`config.mk`:
```
export PLATFORM = sky130hd
export DESIGN_NAME = link_top
export DESIGN_NICKNAME = d
export VERILOG_FILES = /design/src/link_pkg.sv /design/src/link_top.sv /design/src/link_rx_buffer.sv /design/src/link_rx_aligner.sv /design/src/link_tx_framer.sv /design/src/link_reset_seq.sv /design/src/gtx_wrap.sv
export SDC_FILE = /design/constraint.sdc
export NUM_CORES = 1
export LEC_CHECK = 0
export BUFFER_PORTS_ARGS = -buffer_cell sky130_fd_sc_hd__buf_4
export CAP_MARGIN = 10
export CORE_MARGIN = 1.5
export CORE_UTILIZATION = 26
export CTS_BUF_LIST = sky130_fd_sc_hd__clkbuf_16
export DETAILED_ROUTE_END_ITERATION = 8
export GPL_TIMING_DRIVEN = 0
export MAX_ROUTING_LAYER = met4
export PLACE_DENSITY_LB_ADDON = 0.15
export SLEW_MARGIN = 10
export SYNTH_ARGS = -nofsm -noshare
export SYNTH_HDL_FRONTEND = slang
export SYNTH_HIERARCHICAL = 1
export SYNTH_SLANG_ARGS = --single-unit
```
`constraint.sdc`:
```
create_clock -name usrclk_i -period 5.9 [get_ports usrclk_i]
set_clock_uncertainty 0.1 [all_clocks]
set_input_delay 1.18 -clock usrclk_i [delete_from_list [all_inputs] [get_ports usrclk_i]]
set_output_delay 1.18 -clock usrclk_i [all_outputs]
set_load 0.02 [all_outputs]
```
`src/link_pkg.sv`:
```
// link widths, word tags, idle comma, lane model timing and reset sequencer states
package link_pkg;

	// line word layout
	localparam int GT_W  = 20;           // parallel word to and from the transceiver
	localparam int PAY_W = 16;           // user payload
	localparam int TAG_W = 4;            // upper bits of every line word

	// word tags, upper TAG_W bits of a line word
	typedef enum logic [TAG_W-1:0] {
		TAG_IDLE = 4'b1100,               // comma fill
		TAG_DATA = 4'b0011                // user payload follows
	} link_tag_e;

	// odd weight (11 ones) so no rotation of the idle word equals itself
	localparam logic [PAY_W-1:0] COMMA_PAY = 16'h0f57;
	localparam logic [GT_W-1:0]  IDLE_WORD = {TAG_IDLE, COMMA_PAY};

	// receive side storage and credits
	localparam int RX_DEPTH = 8;         // fifo entries = initial credits
	localparam int CREDIT_W = 4;         // holds 0..RX_DEPTH

	// behavioural lane model
	localparam int LANE_LAT     = 3;     // register stages tx to rx
	localparam int LANE_SLIP    = 7;     // bit offset of the rx word boundary
	localparam int PLL_LOCK_CYC = 16;    // pll reset release to lock
	localparam int RST_DONE_CYC = 8;     // tx/rx reset release to resetdone

	// alignment
	localparam int ALIGN_HITS    = 4;    // commas in a row at one offset
	localparam int ALIGN_TIMEOUT = 128;  // sequencer gives up and resets rx

	// bring-up sequencer
	typedef enum logic [2:0] {RS_PLL, RS_TX, RS_RX, RS_ALIGN, RS_UP} rst_state_e;

endpackage
```
`src/link_top.sv`:
```
// link top: reset sequencer, tx framer, transceiver wrapper, rx aligner and rx buffer
`timescale 1ns/10ps

module link_top (
	input  logic                       usrclk_i,
	input  logic                       rst_i,
	input  logic [link_pkg::PAY_W-1:0] tx_data_i,
	input  logic                       tx_valid_i,
	input  logic                       rx_pop_i,
	output logic                       tx_ready_o,
	output logic [link_pkg::PAY_W-1:0] rx_data_o,
	output logic                       rx_valid_o,
	output logic                       link_up_o
);

	logic                      gt_cpllreset;
	logic                      gt_txreset;
	logic                      gt_rxreset;
	logic                      gt_usrrdy;     // tx and rx user ready together
	logic                      cpll_locked;
	logic                      txresetdone;
	logic                      rxresetdone;
	logic                      aligned;
	logic [link_pkg::GT_W-1:0] gt_txdata;
	logic [link_pkg::GT_W-1:0] gt_rxdata;
	logic [link_pkg::GT_W-1:0] rx_word;
	logic                      rx_word_vld;
	logic                      credit_ret;    // local return path in loopback

	link_reset_seq u_seq (
		.usrclk_i (usrclk_i), .rst_i (rst_i),
		.cpll_locked_i (cpll_locked), .txresetdone_i (txresetdone),
		.rxresetdone_i (rxresetdone), .aligned_i (aligned),
		.cpllreset_o (gt_cpllreset), .txreset_o (gt_txreset), .rxreset_o (gt_rxreset),
		.usrrdy_o (gt_usrrdy), .link_up_o (link_up_o)
	);

	link_tx_framer u_framer (
		.usrclk_i (usrclk_i), .rst_i (rst_i), .link_up_i (link_up_o),
		.tx_data_i (tx_data_i), .tx_valid_i (tx_valid_i), .credit_ret_i (credit_ret),
		.tx_ready_o (tx_ready_o), .gt_txdata_o (gt_txdata)
	);

	gtx_wrap u_gtx (
		.usrclk_i (usrclk_i), .soft_reset_i (rst_i),
		.gt_cpllreset_i (gt_cpllreset), .gt_txreset_i (gt_txreset),
		.gt_rxreset_i (gt_rxreset), .gt_txusrrdy_i (gt_usrrdy), .gt_rxusrrdy_i (gt_usrrdy),
		.gt_txdata_i (gt_txdata), .gt_rxdata_o (gt_rxdata),
		.gt_cpll_locked_o (cpll_locked), .gt_txresetdone_o (txresetdone),
		.gt_rxresetdone_o (rxresetdone)
	);

	link_rx_aligner u_align (
		.usrclk_i (usrclk_i), .rst_i (rst_i), .gt_rxdata_i (gt_rxdata),
		.rx_word_o (rx_word), .rx_word_vld_o (rx_word_vld), .aligned_o (aligned)
	);

	link_rx_buffer u_rxbuf (
		.usrclk_i (usrclk_i), .rst_i (rst_i),
		.rx_word_i (rx_word), .rx_word_vld_i (rx_word_vld), .rx_pop_i (rx_pop_i),
		.rx_data_o (rx_data_o), .rx_valid_o (rx_valid_o), .credit_ret_o (credit_ret)
	);

endmodule

```
`src/link_rx_buffer.sv`:
```
// rx buffer: tag decode, payload fifo and credit return on pop
`timescale 1ns/10ps

module link_rx_buffer (
	input  logic                       usrclk_i,
	input  logic                       rst_i,
	input  logic [link_pkg::GT_W-1:0]  rx_word_i,
	input  logic                       rx_word_vld_i,
	input  logic                       rx_pop_i,
	output logic [link_pkg::PAY_W-1:0] rx_data_o,
	output logic                       rx_valid_o,
	output logic                       credit_ret_o
);

	localparam int PTR_W = $clog2(link_pkg::RX_DEPTH);

	logic [link_pkg::PAY_W-1:0] mem [link_pkg::RX_DEPTH];
	logic [PTR_W-1:0]           wr_ptr;
	logic [PTR_W-1:0]           rd_ptr;
	logic [PTR_W:0]             count;    // entries held, 0..RX_DEPTH
	link_pkg::link_tag_e        tag;
	logic                       wr_en;
	logic                       pop_ok;

	// idles and anything unknown are dropped here
	assign tag    = link_pkg::link_tag_e'(rx_word_i[link_pkg::GT_W-1 -: link_pkg::TAG_W]);
	assign wr_en  = rx_word_vld_i && (tag == link_pkg::TAG_DATA);
	assign pop_ok = rx_pop_i && rx_valid_o;  // pop ignored when empty

	// head of fifo straight to the user
	assign rx_valid_o = (count != '0);
	assign rx_data_o  = mem[rd_ptr];

	// storage, credits make sure a free slot exists
	always_ff @(posedge usrclk_i) begin
		if (wr_en) mem[wr_ptr] <= rx_word_i[link_pkg::PAY_W-1:0];
	end

	always_ff @(posedge usrclk_i) begin
		if (rst_i) begin
			wr_ptr       <= '0;
			rd_ptr       <= '0;
			count        <= '0;
			credit_ret_o <= 1'b0;
		end else begin
			if (wr_en) wr_ptr <= wr_ptr + 1'b1;   // power of two depth, wraps
			if (pop_ok) rd_ptr <= rd_ptr + 1'b1;
			case ({wr_en, pop_ok})
				2'b10:   count <= count + 1'b1;
				2'b01:   count <= count - 1'b1;
				default: count <= count;
			endcase
			credit_ret_o <= pop_ok;  // freed slot goes back to the framer
		end
	end

endmodule

```
`src/link_rx_aligner.sv`:
```
// rx word aligner: comma search over all bit offsets, lock and realigned output
`timescale 1ns/10ps

module link_rx_aligner (
	input  logic                      usrclk_i,
	input  logic                      rst_i,
	input  logic [link_pkg::GT_W-1:0] gt_rxdata_i,
	output logic [link_pkg::GT_W-1:0] rx_word_o,
	output logic                      rx_word_vld_o,
	output logic                      aligned_o
);

	localparam int OFF_W = $clog2(link_pkg::GT_W);

	logic [link_pkg::GT_W-1:0]             prev_q;     // last raw word
	logic [2*link_pkg::GT_W-1:0]           pair;       // prev then current, older bits on top
	logic                                  hit_any;
	logic [OFF_W-1:0]                      hit_off;    // lowest offset matching the comma
	logic [OFF_W-1:0]                      cand_off;   // offset being counted
	logic [OFF_W-1:0]                      lock_off;
	logic [$clog2(link_pkg::ALIGN_HITS)-1:0] hit_cnt;
	logic                                  locked;

	assign pair = {prev_q, gt_rxdata_i};

	// compare idle word against every 20 bit window
	always_comb begin
		hit_any = 1'b0;
		hit_off = '0;
		for (int k = link_pkg::GT_W - 1; k >= 0; k--) begin
			if (pair[2*link_pkg::GT_W-1-k -: link_pkg::GT_W] == link_pkg::IDLE_WORD) begin
				hit_any = 1'b1;
				hit_off = OFF_W'(k);  // lowest index wins
			end
		end
	end

	// lock search, only before lock
	always_ff @(posedge usrclk_i) begin
		if (rst_i) begin
			locked        <= 1'b0;
			hit_cnt       <= '0;
			cand_off      <= '0;
			lock_off      <= '0;
			rx_word_vld_o <= 1'b0;
		end else begin
			rx_word_vld_o <= locked;
			if (!locked) begin
				if (!hit_any) begin
					hit_cnt <= '0;  // run broken
				end else if (hit_off != cand_off || hit_cnt == '0) begin
					cand_off <= hit_off;  // new candidate, first hit
					hit_cnt  <= 1'b1;
				end else if (hit_cnt == link_pkg::ALIGN_HITS - 1) begin
					locked   <= 1'b1;
					lock_off <= cand_off;
				end else begin
					hit_cnt <= hit_cnt + 1'b1;
				end
			end
		end
	end

	// raw history and realigned word
	always_ff @(posedge usrclk_i) begin
		prev_q    <= gt_rxdata_i;
		rx_word_o <= pair[2*link_pkg::GT_W-1-lock_off -: link_pkg::GT_W];
	end

	assign aligned_o = locked;

endmodule

```
`src/link_tx_framer.sv`:
```
// tx framer: credit counter, data tagging and idle comma fill
`timescale 1ns/10ps

module link_tx_framer (
	input  logic                       usrclk_i,
	input  logic                       rst_i,
	input  logic                       link_up_i,
	input  logic [link_pkg::PAY_W-1:0] tx_data_i,
	input  logic                       tx_valid_i,
	input  logic                       credit_ret_i,   // one pulse per freed rx entry
	output logic                       tx_ready_o,
	output logic [link_pkg::GT_W-1:0]  gt_txdata_o
);

	logic [link_pkg::CREDIT_W-1:0] credit_cnt;  // free entries at the far buffer
	logic                          xfer;        // word accepted this cycle

	// accept only with link up and room at the receiver
	assign tx_ready_o = link_up_i && (credit_cnt != '0);
	assign xfer       = tx_valid_i && tx_ready_o;

	// credits
	// spend one per data word, regain one per return pulse
	// full pool again whenever the link is down
	always_ff @(posedge usrclk_i) begin
		if (rst_i || !link_up_i) begin
			credit_cnt <= link_pkg::CREDIT_W'(link_pkg::RX_DEPTH);
		end else begin
			case ({xfer, credit_ret_i})
				2'b10:   credit_cnt <= credit_cnt - 1'b1;
				2'b01:   credit_cnt <= credit_cnt + 1'b1;
				default: credit_cnt <= credit_cnt;  // none, or spend and return together
			endcase
		end
	end

	// line word out, one every cycle
	// idles keep the far aligner fed while there is no data
	always_ff @(posedge usrclk_i) begin
		if (xfer) begin
			gt_txdata_o <= {link_pkg::TAG_DATA, tx_data_i};
		end else begin
			gt_txdata_o <= link_pkg::IDLE_WORD;
		end
	end

endmodule

```
`src/link_reset_seq.sv`:
```
// bring-up fsm for pll, tx and rx resets, user ready and link up, with align timeout
`timescale 1ns/10ps

module link_reset_seq (
	input  logic usrclk_i,
	input  logic rst_i,
	input  logic cpll_locked_i,
	input  logic txresetdone_i,
	input  logic rxresetdone_i,
	input  logic aligned_i,
	output logic cpllreset_o,
	output logic txreset_o,
	output logic rxreset_o,
	output logic usrrdy_o,
	output logic link_up_o
);

	link_pkg::rst_state_e                       state;
	logic [$clog2(link_pkg::ALIGN_TIMEOUT)-1:0] tmo_cnt;  // cycles spent waiting for align

	always_ff @(posedge usrclk_i) begin
		if (rst_i) begin
			state       <= link_pkg::RS_PLL;
			cpllreset_o <= 1'b1;  // everything held in reset
			txreset_o   <= 1'b1;
			rxreset_o   <= 1'b1;
			usrrdy_o    <= 1'b0;
			link_up_o   <= 1'b0;
			tmo_cnt     <= '0;
		end else if (state != link_pkg::RS_PLL && !cpll_locked_i) begin
			// lost lock, start over from the pll
			state       <= link_pkg::RS_PLL;
			cpllreset_o <= 1'b1;
			txreset_o   <= 1'b1;
			rxreset_o   <= 1'b1;
			usrrdy_o    <= 1'b0;
			link_up_o   <= 1'b0;
		end else begin
			case (state)
				link_pkg::RS_PLL: begin
					if (cpllreset_o) cpllreset_o <= 1'b0;  // one cycle of pll reset
					else if (cpll_locked_i) begin
						state     <= link_pkg::RS_TX;
						txreset_o <= 1'b0;
					end
				end
				link_pkg::RS_TX: begin
					if (txresetdone_i) begin
						state     <= link_pkg::RS_RX;
						rxreset_o <= 1'b0;
					end
				end
				link_pkg::RS_RX: begin
					if (rxreset_o) rxreset_o <= 1'b0;  // end of a retry pulse
					else if (rxresetdone_i) begin
						state    <= link_pkg::RS_ALIGN;
						usrrdy_o <= 1'b1;
						tmo_cnt  <= '0;
					end
				end
				link_pkg::RS_ALIGN: begin
					if (aligned_i) begin
						state     <= link_pkg::RS_UP;
						link_up_o <= 1'b1;
					end else if (tmo_cnt == link_pkg::ALIGN_TIMEOUT - 1) begin
						// no comma lock, kick the rx side again
						state     <= link_pkg::RS_RX;
						rxreset_o <= 1'b1;
						usrrdy_o  <= 1'b0;
					end else begin
						tmo_cnt <= tmo_cnt + 1'b1;
					end
				end
				link_pkg::RS_UP: link_up_o <= 1'b1;  // stays up until lock loss or rst
				default: state <= link_pkg::RS_PLL;
			endcase
		end
	end

endmodule

```
`src/gtx_wrap.sv`:
```
// transceiver wrapper: behavioural loopback lane
`timescale 1ns/10ps

module gtx_wrap (
	input  logic                      usrclk_i,        // tx and rx user clock, same in loopback
	input  logic                      soft_reset_i,
	input  logic                      gt_cpllreset_i,
	input  logic                      gt_txreset_i,
	input  logic                      gt_rxreset_i,
	input  logic                      gt_txusrrdy_i,
	input  logic                      gt_rxusrrdy_i,
	input  logic [link_pkg::GT_W-1:0] gt_txdata_i,
	output logic [link_pkg::GT_W-1:0] gt_rxdata_o,
	output logic                      gt_cpll_locked_o,
	output logic                      gt_txresetdone_o,
	output logic                      gt_rxresetdone_o
);

	logic [$clog2(link_pkg::PLL_LOCK_CYC)-1:0] lock_cnt;
	logic                                      lock_q;
	logic [1:0]                                done_rst;  // bit 0 tx, bit 1 rx
	logic [1:0]                                done_q;
	logic [$clog2(link_pkg::RST_DONE_CYC)-1:0] done_cnt [2];
	logic [link_pkg::GT_W-1:0]                 lane_in;
	logic [link_pkg::GT_W-1:0]                 dly [link_pkg::LANE_LAT];
	logic [link_pkg::GT_W-1:0]                 dly_prev;  // word before the delay line tail
	logic [2*link_pkg::GT_W-1:0]               pair;

	// pll lock after a fixed count once its reset is released
	always_ff @(posedge usrclk_i) begin
		if (soft_reset_i || gt_cpllreset_i) begin
			lock_cnt <= '0;
			lock_q   <= 1'b0;
		end else if (lock_cnt == link_pkg::PLL_LOCK_CYC - 1) begin
			lock_q <= 1'b1;
		end else begin
			lock_cnt <= lock_cnt + 1'b1;
		end
	end

	// tx and rx resetdone, same delay, only counts while locked
	assign done_rst = {gt_rxreset_i, gt_txreset_i};
	always_ff @(posedge usrclk_i) begin
		for (int i = 0; i < 2; i++) begin
			if (soft_reset_i || done_rst[i] || !lock_q) begin
				done_cnt[i] <= '0;
				done_q[i]   <= 1'b0;
			end else if (done_cnt[i] == link_pkg::RST_DONE_CYC - 1) begin
				done_q[i] <= 1'b1;
			end else begin
				done_cnt[i] <= done_cnt[i] + 1'b1;
			end
		end
	end

	// serializer silent until tx side is up
	assign lane_in = (done_q[0] && gt_txusrrdy_i) ? gt_txdata_i : '0;

	always_ff @(posedge usrclk_i) begin
		if (soft_reset_i) begin
			for (int i = 0; i < link_pkg::LANE_LAT; i++) dly[i] <= '0;
			dly_prev <= '0;
		end else begin
			dly[0] <= lane_in;
			for (int i = 1; i < link_pkg::LANE_LAT; i++) dly[i] <= dly[i-1];
			dly_prev <= dly[link_pkg::LANE_LAT-1];
		end
	end

	// deserializer boundary sits LANE_SLIP bits into the older word
	assign pair        = {dly_prev, dly[link_pkg::LANE_LAT-1]};
	assign gt_rxdata_o = (done_q[1] && gt_rxusrrdy_i) ?
		pair[2*link_pkg::GT_W-1-link_pkg::LANE_SLIP -: link_pkg::GT_W] : '0;

	assign gt_cpll_locked_o = lock_q;
	assign gt_txresetdone_o = done_q[0];
	assign gt_rxresetdone_o = done_q[1];

endmodule

```
==> results.ini <==
[setup_path]
path_common_cell=clkbuf_1
crit_buf_inv=2
slowest_delay_ns=0.63
crit_fanout=10
path_class=register to register
worstPathCellList=clkbuf_1, and3_1, clkbuf_1, nor4b_1, nand4_1, nor4_1, a2111o_1, xor2_1, o2bb2ai_1, nand4_2, o31ai_1, a21oi_1
cp.arrival_ns=4.59
required_ns=6.20
rrSetupSlack_ns=1.61
cp-start-kind=register
r2r_cells=12
cp-end-kind=register
cp_top_family=simple AND/OR/NAND/NOR gates
cp.depth=12
slowest_stage=nor4b_1

[logic_synthesis]
avgSynthCellArea_sq_um=11.8
synth_top_area_cell=edfxtp_1
ys.flop_type=dfxtp_1
synth_top_area_share_pct=27.1
netlist_area_sq_um=14800
synth_edf_count=134
synth.distinct_cells=92
seq_area_frac_synth_pct=52.0
synthTopCellsByArea=edfxtp_1 27%, dfxtp_1 25%, mux4_1 5.0%, mux4_2 4.9%, nor2b_1 3.0%
ys_warn_count=6
yosys.cell_count.top_type=dfxtp_1
syn_nets=1295
ys_async_sr_fraction_pct=0
syn-instance-count=1257
synthTopCellsByCount=185 x dfxtp_1, 134 x edfxtp_1, 74 x nand2_1, 71 x nor2b_1, 66 x nor2_1
ys_seq_elements=319

[grt]
grtUsageMet1_pct=18.2
met3_usage_pct=2.43
track_usage_pct=14.2
antenna_found_initial=0
grt_overflow_total=0
grt_max_degree=17
top_usage_layer=met2
grt_pass1_wl_mm=63.3
grtUsageMet2_pct=22.5
grt_pass1_vias=10400

[floorplanning]
rows=87
die_w_um=242
die_y_um=242
die-area_sq_um=58500
initial_utilization_pct=26.3
pin_count=39
core_sq_um=56400

[sta]
finalSetupTns_ns=0
finalSetupViolations=0
tightest_slew_ns=0.768
fin_crit_sh_pct=72.6
relSlewSlack_pct=48.8
rsz0062_at_grt=no
period_needed_ns=4.29
fmax_mhz=233
slew_violations=0
hold_violations=0

[detailed_routing]
drc_errors=0
drt_wl_total_mm=40.5
drt_iter0_markers=699
vias_per_cell=4.96
antenna_left=0
drt-pass1-iter-count=7
wl_per_cell_um=19.0
num_vias=10600

[finish]
drive_above_1_share_pct=16.7
area_growth_pct=17.9
layout.nets=1391
num_antenna_cells=0
final_core_util_pct=31.0

[clock_tree]
numCtsBuffers=38
cts_htree_levels=2
cts_tree=built
numClockSinks=319
ctsResizeCount=0
cts.clk_slew.worst_paths_ns=0.06
cts_setup_buffers=0
clockRootBuffer=clkbuf_16
cts_buffer_depth=3
clk_latency_ns=0.56
cts_hold_buf=0

[hold_path]
whs_path_depth=1
hold_class=register to register

[placement]
io_buffers=38
gp_congestion=0.911
dp_hpwl_mm=29.0

[power]
p_total_uw=4570
p_leak_uw=0.00608
ir_drop_mv=0.175
p_per_area_nw_per_um2=261

[outcome]
outcome=completed

[flow_run]
cap_viol_max_count=0

## cell usage in the layout, fill, tap and decap left out, drive strengths merged, types with 38 or more instances in the layout
cell type,netlist,routed
a21oi,58,58
mux2i,38,38
edfxtp,134,134
nor2,66,66
mux4,60,60
nand2,75,75
clkbuf,59,98
buf,27,83
nor2b,71,71
dfxtp,185,185
o21ai,40,40
## registers in the layout, indices dropped and copies added (netlist names), 4 cells and up, named ones only
signal	count
u_align/prev_q	20
u_align/lock_off	5
u_rxbuf/count	4
u_align/rx_word_o	20
u_gtx/lock_cnt	4
u_rxbuf/mem	128
u_framer/credit_cnt	4
u_seq/tmo_cnt	7
u_gtx/dly	60
u_gtx/done_cnt	6
u_align/cand_off	5
u_framer/gt_txdata_o	18
u_gtx/dly_prev	13
## layout make-up
cell class              instances  area [sq um]
plain buffers                  86           415
clock buffers                  39           976
clock inverters                30           250
fillers                      5814         38900
inverters                      19          71.3
multi-input cells             833          6680
flip-flops and latches        319          7730
well taps                     756           946
repair buffers                 56           440
## path summary, 6_finish.rpt
kind | from | end
hold / removal | u_framer/gt_txdata_o[5] | u_gtx/dly[0][5]
hold reg to reg | u_framer/gt_txdata_o[5] | u_gtx/dly[0][5]
setup reg to reg | u_gtx/done_q[1] | u_align/lock_off[0]
setup / recovery | u_gtx/done_q[1] | u_align/lock_off[0]
## stage by stage
step	cells	setup slack (ns)	instance area [sq um]	hold WS, ns
detailed placement	2069	1.66	16300	0.310
finish	2138	1.61	17500	0.321
global route	2138	1.24	17500	0.333
global placement	2051	0.774	16100	0.310
CTS	2138	1.65	17500	0.324
floorplan	1257	2.57	14800	0.306
## worst reg2reg max path, cell delays in order (launching register included)
cell	delay, ns
dfxtp_1	0.42
clkbuf_1	0.30
and3_1	0.27
clkbuf_1	0.44
nor4b_1	0.63
nand4_1	0.28
nor4_1	0.37
a2111o_1	0.28
xor2_1	0.10
o2bb2ai_1	0.25
nand4_2	0.31
o31ai_1	0.31
a21oi_1	0.09
## report_power, final
part | leakage [uW] | internal, uW | switching [uW]
combinational | 0.00272 | 13.7 | 16.4
clock | 0.000622 | 1310 | 944
sequential | 0.00273 | 2280 | 1.51
total | 0.00608 | 3600 | 962
## kinds of logic (layout without fill, tap and decap cells)
logic type                 Yosys count  count (layout)  share of synthesized area, %
and+or+nand+nor                    492             492                          19.7
DFF                                319             319                          52.0
AOI/OAI and AO/OA                  187             187                          8.35
muxes                              124             124                          14.3
buffers and inverters              105             230                          3.28
adders and majority gates           18              18                          1.57
xor gates and xnor gates            12              12                         0.708
## per-layer routing
| metal | vias up | share of wire (%) |
|---|---|---|
| met5 | - | 0 |
| met4 | 0 | 3.6 |
| met3 | 95 | 5.6 |
| met2 | 389 | 47 |
| met1 | 5126 | 44 |
| li1 | 4993 | - |
Note: power is estimated with default switching activity, not from simulation.
